File: src/cache_pkg.sv
// shared cache geometry and packed request types, referenced by scoped name from RTL and testbench
package cache_pkg;

	// address split: [15:10] tag, [9:4] set, [3:1] word, [0] byte
	localparam int tag_w = 6;
	localparam int set_w = 6;
	localparam int num_sets = 64;		// 2**set_w
	localparam int word_w = 3;
	localparam int words_per_block = 8;	// 2**word_w
	localparam int data_w = 16;
	localparam int num_ways = 2;

	// main memory is word addressed, so the byte bit drops off
	localparam int mem_addr_w = tag_w + set_w + word_w;

	// cpu byte address as the cache sees it
	typedef struct packed {
		logic [tag_w-1:0] tag;		// compared against both ways
		logic [set_w-1:0] set;		// picks one entry per way
		logic [word_w-1:0] word;	// word within the 8-word block
		logic byte_off;			// ignored, word accesses only
	} cache_addr_t;

	// one metadata entry per way and set
	// mru = 1 means this way was touched after its partner
	typedef struct packed {
		logic valid;
		logic mru;
		logic [tag_w-1:0] tag;
	} meta_t;

	// cpu request word, held stable while cpu_req is high
	typedef struct packed {
		logic write;			// 1 = store, 0 = load
		cache_addr_t addr;
		logic [data_w-1:0] wdata;	// store data, don't care on loads
	} cpu_req_t;

	// main memory request word, held stable while mem_req is high
	typedef struct packed {
		logic write;				// 1 = write-through word
		logic [mem_addr_w-1:0] addr;		// word address {tag, set, word}
		logic [data_w-1:0] wdata;
	} mem_req_t;

endpackage
File: src/cache_tag_array.sv
// metadata store for one cache way, 64 entries of valid/mru/tag read combinationally per set
`timescale 1ns/1ps

module cache_tag_array (
	input logic clk,
	input logic arst_n,
	input logic [cache_pkg::set_w-1:0] set,	// set index of the current request
	input logic we,				// write the addressed entry this edge
	input cache_pkg::meta_t wdata,
	output cache_pkg::meta_t rdata
);

	// flop based so that every entry can be cleared on reset
	cache_pkg::meta_t entry [cache_pkg::num_sets];

	always_ff @(posedge clk or negedge arst_n) begin
		if (!arst_n) begin
			// whole entry goes to zero, way starts invalid and cold
			for (int i = 0; i < cache_pkg::num_sets; i++) begin
				entry[i] <= '0;
			end
		end else if (we) begin
			entry[set] <= wdata;	// single entry update, valid/mru/tag together
		end
	end

	// read is combinational so hit detection sees the tag in the request cycle
	assign rdata = entry[set];

	// a committed line must carry a real tag, else later lookups hit on garbage
	a_valid_tag_known: assert property (@(posedge clk) disable iff (!arst_n)
		we && wdata.valid |-> !$isunknown({set, wdata.tag}));

endmodule

File: config.mk
export PLATFORM = sky130hd
export DESIGN_NAME = cache_tag_array
export DESIGN_NICKNAME = d
export VERILOG_FILES = /design/src/cache_pkg.sv /design/src/cache_tag_array.sv
export SDC_FILE = /design/constraint.sdc
export NUM_CORES = 1
export LEC_CHECK = 0
export BUFFER_PORTS_ARGS = -buffer_cell sky130_fd_sc_hd__buf_4
export CORE_ASPECT_RATIO = 0.75
export CORE_MARGIN = 2
export CORE_UTILIZATION = 63
export DETAILED_ROUTE_END_ITERATION = 16
export GPL_ROUTABILITY_DRIVEN = 0
export PLACE_DENSITY = 0.8
export SYNTH_ARGS = -nofsm -noshare
export SYNTH_HDL_FRONTEND = slang
export SYNTH_SLANG_ARGS = --single-unit
File: constraint.sdc
create_clock -name clk -period 3.2 [get_ports clk]
set_input_delay 0.64 -clock clk [delete_from_list [all_inputs] [get_ports clk]]
set_output_delay 0.64 -clock clk [all_outputs]
set_load 0.01 [all_outputs]
==> key figures <==
Global routing
  – Largest net degree at the start of global routing: 74
  – Vias in the first global route: ~17000
  – First-pass GRT wire length: 106000 µm
  – Gr usage total: between 30% and 40%
  – Initial antenna violation count: 0
  – Grt total ovfl: 0

Placement
  – DP Area: around 25000 µm²
  – Placed cells: 2259
  – Post-DP HPWL: 43700 µm
  – Number of I/O port buffers: 24

Yosys
  – Synth Instances: about 1700
  – Multiplexer area fraction after synthesis: 29.6%
  – Adder-Cell Fraction of Synth Area: 0%
  – Largest family of logic cells by synthesized area: multiplexers
  – Synth cell types: slightly below 60
  – Post-Syn Area: 23600 µm²
  – Compound-gate portion of the synthesized area: 8.50%
  – Area contributors post-synth: dfrtp_1 (54%), mux2_2 (25%), a221oi_1 (3.6%), mux4_2 (3.2%), a22oi_1 (1.7%)
  – Asr flop ratio synth: 100%
  – XOR/XNOR Fraction of Synth Area: 0%
  – Sequential-to-total area share from yosys stat: 54.4%
  – Synthesized flop and latch total: around 500
  – EDFF count, synth: 0
  – Synth top area share: a little over half
  – Mean post-synth cell area: between 10 and 15 µm²
  – Simple-Gate Fraction of Synth Area: 4.59%
  – Synth area leader: dfrtp_1
  – Warnings from Yosys: 0
  – Syn_nets: 1699
  – Ys flop type: dfrtp_1

Setup path
  – FF-to-FF Start: entry[111]
  – CP max stage cell: mux4_1
  – CP dominant cell by count: buf_4
  – CP Cell Sequence: buf_16 > buf_6 > buf_4 > mux4_1 > nand3_1 > o221ai_1 > a211oi_2 > nand4_1 > buf_4
  – Crit path arrival time: 2.63 ns
  – Top delay family on crit path: buffers and inverters
  – CP startpoint: set[0]
  – Setup crit end kind: primary output
  – Buffer and inverter count on the worst path: 4
  – Setup CP Type: in2out
  – Critical path fanouts, max: 10
  – Setup crit start kind: input pin
  – Critical Path Max Stage Delay: 0.59 ns
  – CP Data Required Time: 2.56 ns

Final layout
  – Final instance area: 28200 µm²
  – Largest reg by FF count: entry
  – Fillers: 2159
  – Most frequent cells in the layout: mux2_2 (513), dfrtp_1 (512), buf_4 (209), a221oi_1 (58), clkbuf_16 (51)
  – Area growth syn-to-layout: 19.5%
  – Biggest regs: entry x512
  – Reg area: 12800 µm²
  – Max reg flops: 512
  – Most common cell after layout, fill and taps aside: mux2_2
  – Util after Layout: 76.3%
  – Footprint of the multi-input gates: 10700 µm²
  – Fin cells: 2382
  – Layout cells sized above 1: 55.4%
  – Antenna fix cells: 0
  – Nets: approximately 1900

Routing
  – Met2 Wirelength: about 31000 µm
  – Routed met1 length: 28300 µm
  – Vias per inst: 7.05
  – Vias: 16800
  – DR WL/cell: 29.6 µm
  – Post-route DRC violation count: 0
  – Met3 WL post-DR: about 7400 µm
  – Final ANT Viol Nets: 0
  – Final Routed Wirelength: 70500 µm
  – Pre-Repair DR Iteration Count: 6
  – Top Layer Used: met4
  – Drt initial violations: 2233

STA
  – Final setup viols: 5
  – RSZ-0062 raised after global routing: yes
  – Final Cycle Share: 102%
  – Final worst-path setup slack: -0.0674 ns
  – F_max: 306 MHz
  – Rel. slew slack: 43.0%
  – Fin. Hold Viols: 0
  – Slew @ Worst Pin: 0.856 ns
  – Tmin final: 3.27 ns
  – Worst Skew: 0 ns
  – Slew Limit Fails: 0

CTS
  – Hold-fix buffers at CTS: 0
  – Root Buffer: clkbuf_16
  – H-tree depth: 2
  – Clk sinks: 512
  – CTS tree: yes
  – CTS max path bufs: 3
  – Cts bufs inserted: 49
  – Reg clk slew, reported paths: 0.06 ns
  – Clock latency at the later pin of the worst-skew pair: 0.57 ns

Die
  – Core footprint: 36900 µm²
  – Die X: 227 µm
  – Io pins: 25
  – Die footprint: slightly below 40000 µm²
  – Initial Util: 63.8%
  – Row cnt: 61
  – DIE HEIGHT: 171 µm

Outcome
  – Violated checks: setup timing
  – Run status: finished with violations

Min path
  – Hold/Removal Path Class: in2async

Power
  – Total Power: roughly 0.016 W
  – VDD IR-drop max: about 490 µV
  – P_leak: 13.0 nW
  – Pwr Density: 574 nW/µm²

Job
  – Max cap viols: 0
per-layer routing:
layer  global-route usage [%]  vias to the layer above
li1                         -                     6704
met1                     52.3                     8774
met2                     54.5                     1039
met3                     9.16                      265
met4                     15.8                        0
met5                        0                        -
logic make-up after synthesis:
kind of cell / count (synthesis)
multiplexers: 585
flip-flops: 512
AO/OA/AOI/OAI: 257
AND/OR/NAND/NOR: 180
buffers and inverters: 148
area by class of cell:
cell class	count	area share, %
multi-input cells	1023	38.0
clock buffers	74	5.22
repair buffers	250	8.46
inverters	4	0.0622
well taps	504	2.24
clock inverters	15	0.529
flip-flops and latches	512	45.5
path summary, 6_finish.rpt:
kind | endpoint | slack (ns) | cells past startpoint
setup / recovery | rdata[6] | -0.07 | 9
hold / removal | entry[245] | 0.06 | 1
setup reg to reg | entry[111] | 2.35 | 1
hold reg to reg | entry[33] | 0.49 | 1
max in group asynchronous | entry[43] | 2.25 | 2
min in group clk | entry[33] | 0.49 | 1
where the power goes:
group	internal [W]	total, W	leakage, nW	switching [W]
clock network	0.00334	0.00587	0.798	0.00253
logic	0.00125	0.00243	5.39	0.00118
registers	0.00733	0.00786	6.80	0.000530
total	0.0119	0.0162	13.0	0.00423
cells in the mapped netlist, types with 4 or more instances:
master and number:
a22o_1 5, nand2_2 25, o221ai_1 9, buf_4 9
o22ai_1 27, nor2_2 33, a21oi_1 11, a211oi_1 11
nor3b_1 4, a222oi_1 7, a221oi_1 97, nand4_1 7
nor2b_1 6, mux2_2 515, buf_1 16, o21ai_0 17
mux4_2 33, buf_6 5, mux2_1 25, nand3_1 12
nor2_1 21, and3b_1 4, dfrtp_1 512, clkbuf_1 75
nor3_1 4, nand2_1 31, mux2i_1 10, buf_2 38
a22oi_1 53, or3b_2 4
repair_timing:
item,4_1_cts,5_1_grt
gates resized for setup,85,47
cloned,3,1
pin swaps,28,19
setup endpoints to repair,8,8
buffers inserted,13,19
per-stage QoR:
step / hold slack (ns) / setup slack (ns) / setup TNS (ns)
3_3_place_gp: 0.463 / -0.347 / -2.15
4_1_cts: 0.0863 / 0.0133 / 0
2_1_floorplan: 0.344 / 0.461 / 0
6_report: 0.0564 / -0.0674 / -0.185
3_5_place_dp: 0.473 / -0.397 / -2.40
5_1_grt: 0.105 / -0.116 / -0.296
(Power assumes the default switching activity.)
