$ cat src/cache_pkg.sv
// shared cache geometry and packed request types, referenced by scoped name from RTL and testbench
package cache_pkg;

	// address split: [15:10] tag, [9:4] set, [3:1] word, [0] byte
	localparam int tag_w = 6;
	localparam int set_w = 6;
	localparam int num_sets = 64;		// 2**set_w
	localparam int word_w = 3;
	localparam int words_per_block = 8;	// 2**word_w
	localparam int data_w = 16;
	localparam int num_ways = 2;

	// main memory is word addressed, so the byte bit drops off
	localparam int mem_addr_w = tag_w + set_w + word_w;

	// cpu byte address as the cache sees it
	typedef struct packed {
		logic [tag_w-1:0] tag;		// compared against both ways
		logic [set_w-1:0] set;		// picks one entry per way
		logic [word_w-1:0] word;	// word within the 8-word block
		logic byte_off;			// ignored, word accesses only
	} cache_addr_t;

	// one metadata entry per way and set
	// mru = 1 means this way was touched after its partner
	typedef struct packed {
		logic valid;
		logic mru;
		logic [tag_w-1:0] tag;
	} meta_t;

	// cpu request word, held stable while cpu_req is high
	typedef struct packed {
		logic write;			// 1 = store, 0 = load
		cache_addr_t addr;
		logic [data_w-1:0] wdata;	// store data, don't care on loads
	} cpu_req_t;

	// main memory request word, held stable while mem_req is high
	typedef struct packed {
		logic write;				// 1 = write-through word
		logic [mem_addr_w-1:0] addr;		// word address {tag, set, word}
		logic [data_w-1:0] wdata;
	} mem_req_t;

endpackage
$ cat src/cache_controller.sv
// cache FSM, sequences cpu and memory req/ack handshakes, block fill with tag-last commit and write-through
`timescale 1ns/1ps

module cache_controller (
	input logic clk,
	input logic arst_n,
	// cpu side
	input logic cpu_req,
	input logic cpu_write,
	output logic cpu_ack,
	// lookup results from the toplevel
	input logic hit,
	input logic victim_way,
	// array controls
	output logic data_we,
	output logic data_sel_fill,			// 1 = array address and data come from the fill
	output logic fill_way,
	output logic [cache_pkg::word_w-1:0] fill_word,
	output logic meta_we,
	output logic meta_fill,			// 1 = commit the filled line, 0 = mru touch on hit
	// memory side
	output logic mem_req,
	input logic mem_ack,
	output logic mem_write,
	output logic [cache_pkg::word_w-1:0] mem_word
);

	enum logic [2:0] {
		st_idle,
		st_fill_req,		// read request out, waiting for mem_ack
		st_fill_low,		// word captured, waiting for mem_ack to drop
		st_commit,		// tag write, line becomes valid here
		st_respond,		// load done, data on cpu_rdata
		st_wr_req,		// write-through request out
		st_wr_low,
		st_ack			// store done
	} state, state_nxt;

	logic [cache_pkg::word_w-1:0] fill_cnt;	// next block word to fetch
	logic miss_start;

	assign miss_start = (state == st_idle) && cpu_req && !cpu_write && !hit;

	always_ff @(posedge clk or negedge arst_n) begin
		if (!arst_n) begin
			state <= st_idle;
			fill_way <= 1'b0;
			fill_cnt <= '0;
		end else begin
			state <= state_nxt;
			if (miss_start) begin
				fill_way <= victim_way;	// frozen for the whole fill
				fill_cnt <= '0;		// block always fetched from word 0
			end else if (state == st_fill_low && !mem_ack) begin
				fill_cnt <= fill_cnt + 1'b1;	// wraps to 0 after word 7, unused then
			end
		end
	end

	always_comb begin
		state_nxt = state;
		case (state)
			st_idle: begin
				if (cpu_req) begin
					if (cpu_write) begin
						state_nxt = st_wr_req;		// hit or not, memory gets the word
					end else if (hit) begin
						state_nxt = st_respond;	// mru written on this edge
					end else begin
						state_nxt = st_fill_req;
					end
				end
			end
			st_fill_req: begin
				if (mem_ack) state_nxt = st_fill_low;
			end
			st_fill_low: begin
				if (!mem_ack) begin
					// all 8 words in the array, tag may go in now
					state_nxt = (&fill_cnt) ? st_commit : st_fill_req;
				end
			end
			st_commit: state_nxt = st_respond;	// lookup hits next cycle
			st_respond: begin
				if (!cpu_req) state_nxt = st_idle;	// cpu holds req, ack stays up
			end
			st_wr_req: begin
				if (mem_ack) state_nxt = st_wr_low;
			end
			st_wr_low: begin
				if (!mem_ack) state_nxt = st_ack;
			end
			st_ack: begin
				if (!cpu_req) state_nxt = st_idle;
			end
			default: state_nxt = st_idle;
		endcase
	end

	// handshake outputs straight from state, low in idle and after reset
	assign cpu_ack = (state == st_respond) || (state == st_ack);
	assign mem_req = (state == st_fill_req) || (state == st_wr_req);
	assign mem_write = (state == st_wr_req);
	assign mem_word = fill_cnt;	// only used for reads, stores take the cpu word

	// fill path owns the array from first request through the commit
	assign data_sel_fill = (state == st_fill_req) || (state == st_fill_low)
		|| (state == st_commit);
	assign fill_word = fill_cnt;

	// fill word lands on the edge that sees mem_ack, store hit in the first cycle
	assign data_we = ((state == st_fill_req) && mem_ack)
		|| ((state == st_idle) && cpu_req && cpu_write && hit);

	// every hit touches mru in idle, the commit writes the new line
	assign meta_we = (state == st_commit) || ((state == st_idle) && cpu_req && hit);
	assign meta_fill = (state == st_commit);

	// ack only answers a pending request
	a_ack_needs_req: assert property (@(posedge clk) disable iff (!arst_n)
		$rose(cpu_ack) |-> cpu_req);

endmodule

$ cat config.mk
export PLATFORM = sky130hd
export DESIGN_NAME = cache_controller
export DESIGN_NICKNAME = d
export VERILOG_FILES = /design/src/cache_pkg.sv /design/src/cache_controller.sv
export SDC_FILE = /design/constraint.sdc
export NUM_CORES = 1
export LEC_CHECK = 0
export ABC_AREA = 1
export BUFFER_PORTS_ARGS = -buffer_cell sky130_fd_sc_hd__buf_2
export CAP_MARGIN = 10
export CORE_MARGIN = 1
export CORE_UTILIZATION = 41
export DETAILED_ROUTE_END_ITERATION = 10
export PLACE_DENSITY = 0.7
export SLEW_MARGIN = 30
export SYNTH_ARGS = -nofsm -noshare
export SYNTH_HDL_FRONTEND = slang
export SYNTH_SLANG_ARGS = --single-unit
$ cat constraint.sdc
create_clock -name clk -period 1.17 [get_ports clk]
set_input_delay 0 -clock clk [delete_from_list [all_inputs] [get_ports clk]]
set_output_delay 0 -clock clk [all_outputs]
set_load 0.02 [all_outputs]
==> results of run 1 <==
[layout by cell type, fill, tap and decap left out]
cell,instances
dfrtp_1,3
clkbuf_4,3
o21ai_0,2
buf_4,15
inv_2,4
nor2_2,3
inv_1,5
o21ai_1,3
ha_2,2
buf_6,2
clkbuf_1,1
buf_2,16
a21oi_2,2
nor2_4,4
dlygate4sd3_1,2
nand2_4,1
xor2_1,1
nand2_2,7
nand2_1,17
nand3_1,7
dfrtp_2,4
nor2_1,4
nand3_2,2
nand4_1,1
[cell families (layout without fill, tap and decap cells)]
group                    after synthesis  after routing  synth area share (%)
AND/OR/NAND/NOR                       46             46                  41.2
flip-flops                             7              7                  32.6
AO/OA/AOI/OAI                          7              7                  6.51
buffers and inverters                 14             48                  13.5
XOR/XNOR                               1              1                  1.63
adder cells (fa/ha/maj)                2              2                  4.65
[per-stage QoR]
| stage | utilization, % | hold WS (ns) |
|---|---|---|
| 2_1_floorplan | - | -0.296 |
| 3_3_place_gp | 57.3 | -0.161 |
| 3_5_place_dp | 57.3 | -0.161 |
| 4_1_cts | 69.2 | 0.0974 |
| 5_1_grt | 72.1 | 0.114 |
| 6_report | 72.1 | 0.0970 |
[sequential cells by signal, summed over array words and instances (netlist names)]
register   flops
fill_way       1
fill_word      3
state          3
[cell type report]
class                      count  area [um^2]  area share [%]
multi-input combinational     56          340            40.8
inverter                       9         33.8            4.05
clock buffer                   4         26.3            3.15
sequential                     7          180            21.6
tap                           14         17.5            2.10
timing repair buffer          35          235            28.2
[final timing paths]
check / end / slack, ns / cells after the start
setup / recovery: data_we / -0.1 / 5
hold / removal: fill_way / 0.1 / 2
setup reg to reg: fill_way / -0.09 / 9
hold reg to reg: fill_way / 0.47 / 2
max in group asynchronous: state[1] / 0.90 / 2
min in group clk: fill_way / 0.11 / 4
[per-layer routing]
layer  part of all wire, %  up-vias  track usage, %
met1                    45      287            28.8
met5                     0        -               0
met2                    50       16            34.7
li1                      -      307               -
met3                   4.2        4            8.72
met4                  0.87        0            8.04
[worst max-delay path: stages (launching register included)]
cell	delay (ns)
dfrtp_2	0.43
buf_4	0.15
nor2_4	0.10
nand3_2	0.09
o21ai_1	0.08
buf_4	0.15
[timing repair]
item / 4_1_cts / 5_1_grt
endpoints found under the hold margin: 8 / 0
hold buffers: 2 / 0
gates resized for setup: 12 / 9
gates cloned: 0 / 0
setup endpoints to repair: 7 / 12
buffers inserted: 7 / 1
pin swaps: 6 / 4
[power groups by stage]
stage / registers, uW / logic [uW] / clock network [uW]
floorplan: 511 / 922 / 0
global placement: 478 / 1280 / 0
detailed placement: 481 / 1290 / 0
CTS: 461 / 1620 / 233
global route: 476 / 1910 / 248
finish: 465 / 1740 / 228
==> metrics.yaml, run 1 <==
status:
  status: "complete, but fails checks"
  failed_checks: "setup timing"
run:
  maxCapViolCount: 0
floorplan:
  start_util_pct: 46.5
  dieArea_mm2: 0.00146
  die_h_um: 38.2
  die_width_um: 38.2
  row_count: 12
  core_mm2: 0.00116
  io_pins: 21
finish:
  nNetsFinal: 121
  fin_cells: 125
  design_area_um2: 833
  drive_above_1_share_pct: 58.6
  flow.area_growth_from_synthesis_pct: 54.9
  nFillCells: 93
  n_antenna_cell: 0
synth:
  synth_area_per_cell_um2: 6.99
  async_flop_share_pct: 100
  syn_inst: 77
  netlist_top_cells_count: "nand2_1 (20), nand3_1 (9), dfrtp_1 (7), inv_1 (6), nor2_1 (6)"
  synthFlopType: "dfrtp_1"
  yosysWarnings: 0
  synth_edf_count: 0
  synth.most_common_cell: "nand2_1"
  synth_area_um2: 538
  yosysTopAreaCellShare_pct: 32.6
  synth_top_area_cell: "dfrtp_1"
  synth_area_leaders: "dfrtp_1 (33%), nand2_1 (14%), nand3_1 (8.4%), nand2_2 (5.8%), ha_1 (4.7%)"
  syn_nets: 86
  seq_area_frac_synth_pct: 32.6
  yosysUniqueCellTypes: 18
  ys_ff_latch: 7
timing:
  slew_viol_final: 0
  slew_headroom_pct: 84.0
  finalCritPeriodShare_pct: 108
  fin_ws_ns: -0.0994
  max_freq_mhz: 788
  fin_crit_ns: 1.27
  fin_setup_tns_ns: -0.626
  finClkSkew_ns: 0.00208
  tightest_slew_ns: 0.240
  setup_violations: 11
  hold_violations: 0
  rsz0062_at_grt: "yes"
pwr:
  peakVddDrop_v: 0.00132
  p_int_uw: 1260
  p_sw_share_pct: 48.2
  clock_power_share_pct: 9.4
  p_leak_uw: 0.000456
  total_power_uw: 2430
  pwr_density_cell_mw_per_mm2: 2920
  seq_power_share_pct: 19.1
  p_comb_share_pct: 71.5
  p_sw_uw: 1170
grt:
  grt_overflow: 0
  grt_pass1_vias: 514
  grt_pass1_wl_um: 2190
  grt_usage_pct: 22.7
  antenna_found_initial: 0
  grt_start_max_net_pins: 8
routing:
  route.detailed.drc: 0
  first_pass_iters: 4
  wl_um: 1370
  drt-initial-drc-count: 12
  wl_per_cell_um: 11.0
  drt-vias-per-instance: 4.91
  ant_nets: 0
  via_count: 614
cts:
  path_clk_slew_ns: 0.05
  cts_max_level: 1
  cts_tree: "yes"
  cts_buffers: 3
  cts_root_buf: "clkbuf_4"
  cts_buffer_depth: 2
  cts_sinks: 7
  clk_latency_ns: 0.26
worst_setup_path:
  critPathCaptureType: "output pin"
  crit_fanout: 3
  start_kind: "flop"
  critical_path_class: "flop to output pin"
  crit_start: "state[1]"
  required_ns: 1.17
  cp.arrival_ns: 1.27
  rr_startpoint: "state[1]"
min_path:
  hp-class: "input port to async pin"
place:
  placedInstanceArea_um2: 662
  gp_congestion: 0.845
  post-place-ws_ns: -0.00496
  port_buffers: 20
  dpl.hpwl_um: 943
  dp_cells: 111
(Power assumes the default switching activity.)
==> run 2: changes to the inputs <==
--- a/config.mk
+++ b/config.mk
@@ -8,10 +8,12 @@
 export ABC_AREA = 1
 export BUFFER_PORTS_ARGS = -buffer_cell sky130_fd_sc_hd__buf_2
 export CAP_MARGIN = 10
+export CELL_PAD_IN_SITES_DETAIL_PLACEMENT = 0
+export CELL_PAD_IN_SITES_GLOBAL_PLACEMENT = 2
 export CORE_MARGIN = 1
-export CORE_UTILIZATION = 41
+export CORE_UTILIZATION = 21
 export DETAILED_ROUTE_END_ITERATION = 10
-export PLACE_DENSITY = 0.7
+export PLACE_DENSITY = 0.68
 export SLEW_MARGIN = 30
 export SYNTH_ARGS = -nofsm -noshare
 export SYNTH_HDL_FRONTEND = slang
==> run 2 against run 1 <==
  * The flow still finishes with violations (setup timing)
  * Largest cell class unchanged
  * Core utilization is 33 points lower
  * Clock skew hardly changed
  * Fmax is 0.40% lower
  * Cell count is 15% higher
==> metrics.yaml, run 2 (synthesis gave the netlist of run 1 again) <==
place:
  dp_cells: 126
  port_buffers: 20
  gp_congestion: 0.734
  dpl.hpwl_um: 1010
timing:
  finalCritPeriodShare_pct: 109
  max_freq_mhz: 785
  rsz0062_at_grt: "yes"
  fin_crit_ns: 1.27
  setup_violations: 11
  finClkSkew_ns: 0.00185
  hold_violations: 0
  slew_viol_final: 0
  slew_headroom_pct: 86.4
  fin_setup_tns_ns: -0.767
  tightest_slew_ns: 0.204
  fin_ws_ns: -0.104
routing:
  ant_nets: 0
  route.detailed.drc: 0
  drt-initial-drc-count: 16
  wl_um: 1540
  drt-vias-per-instance: 4.34
  first_pass_iters: 4
  via_count: 625
  wl_per_cell_um: 10.7
worst_setup_path:
  r2r_cells: 9
  path_cells: "nor2_4, nand2_2, inv_2, nand3_2, o21ai_2, buf_6"
  crit_start: "state[0]"
  r2r_slack_ns: -0.10
  critPathCapture: "data_we"
  crit_buf_inv: 2
  critPathTopFamily: "flip-flops"
  cp.arrival_ns: 1.27
  path_depth: 6
  rr_endpoint: "state[0]"
  cp_slowest_stage_delay_ns: 0.44
  rr_startpoint: "state[0]"
  start_kind: "flop"
  crit_fanout: 4
  critical_path_class: "flop to output pin"
  critPathCaptureType: "output pin"
  required_ns: 1.17
  cp_slowest_cell: "dfrtp_2"
pwr:
  p_int_uw: 1400
  total_power_uw: 2630
  peakVddDrop_v: 0.00100
  p_comb_share_pct: 72.9
  p_leak_uw: 0.000481
  p_sw_uw: 1230
  pwr_density_cell_mw_per_mm2: 2890
  seq_power_share_pct: 18.2
  p_sw_share_pct: 46.8
  clock_power_share_pct: 8.9
status:
  status: "complete, but fails checks"
  failed_checks: "setup timing"
cts:
  path_clk_slew_ns: 0.06
  clk_latency_ns: 0.26
  cts_root_buf: "clkbuf_4"
  cts_buffers: 3
  cts_max_level: 1
  cts_tree: "yes"
  cts_sinks: 7
  cts_buffer_depth: 2
min_path:
  hp-class: "input port to async pin"
finish:
  final_cell_mix: "buf_4 (19), nand2_1 (18), buf_2 (13), nand2_2 (7), nand3_1 (7)"
  final_common_cell: "buf_4"
  multiInputGateArea_um2: 335
  n_antenna_cell: 0
  flow.area_growth_from_synthesis_pct: 69.1
  nNetsFinal: 126
  drive_above_1_share_pct: 58.6
  nFillCells: 237
  seq_area_um2: 181
  fin_cells: 144
floorplan:
  dieArea_mm2: 0.00277
  io_pins: 21
  row_count: 17
  core_mm2: 0.00232
  start_util_pct: 23.2
  die_h_um: 52.6
  die_width_um: 52.6
grt:
  grtUsageMet1_pct: 15.1
  grt_use_met3_pct: 3.77
  grt_usage_pct: 12.7
  antenna_found_initial: 0
  grtUsageMet2_pct: 20.0
  grt_pass1_vias: 573
  grt_pass1_wl_um: 2510
  grt.busiest_layer: "met2"
  grt_overflow: 0
  grt_start_max_net_pins: 8
run:
  maxCapViolCount: 0
## run 2: cell types whose count changed in the layout (fill, tap and decap cells not counted), sizes merged
cell	before	now
buf	33	38
## run 2: power groups by stage
stage                     logic [uW]  registers (uW)  clock network, uW
after floorplan                  922             511                  0
after global placement          1340             492                  0
after detailed placement        1310             490                  0
after CTS                       1680             480                243
after global routing            2090             498                254
final                           1920             479                233
## run 2: metal layers
| layer | part of all wire [%] | up-vias |
|---|---|---|
| li1 | - | 319 |
| met1 | 41 | 280 |
| met2 | 51 | 22 |
| met3 | 6.5 | 4 |
| met4 | 1.2 | 0 |
| met5 | 0 | - |
## run 2: timing repair
item                                   4_1_cts  5_1_grt
buffers inserted                             9        3
resized for setup                           14       14
endpoints found under the hold margin        8        0
setup endpoints to repair                   11       14
hold buffers                                 2        0
pin swaps                                    7        5
## run 2: worst min-delay path by stage
stage | from | endpoint | slack (ns)
3_3_place_gp | arst_n | fill_word[2] | -0.15
3_5_place_dp | arst_n | fill_word[2] | -0.15
2_1_floorplan | arst_n | fill_way | -0.30
6_report | arst_n | fill_word[1] | 0.11
5_1_grt | arst_n | fill_word[2] | 0.13
4_1_cts | arst_n | fill_way | 0.11
## run 2: cell type report
class | instances | area share [%]
timing repair buffer | 40 | 32.5
clock buffer | 4 | 2.89
multi-input combinational | 56 | 36.9
inverter | 9 | 3.99
tap | 28 | 3.85
sequential | 7 | 19.9
## run 2: through the flow
step	cell area, um^2	util, %	hold slack, ns	setup slack [ns]
final	910	39.2	0.108	-0.104
after global routing	910	39.2	0.130	-0.187
after CTS	845	36.4	0.106	-0.129
after detailed placement	687	29.6	-0.151	-0.0156
after global placement	687	29.6	-0.151	-0.0373
after floorplan	546	-	-0.296	0.00436
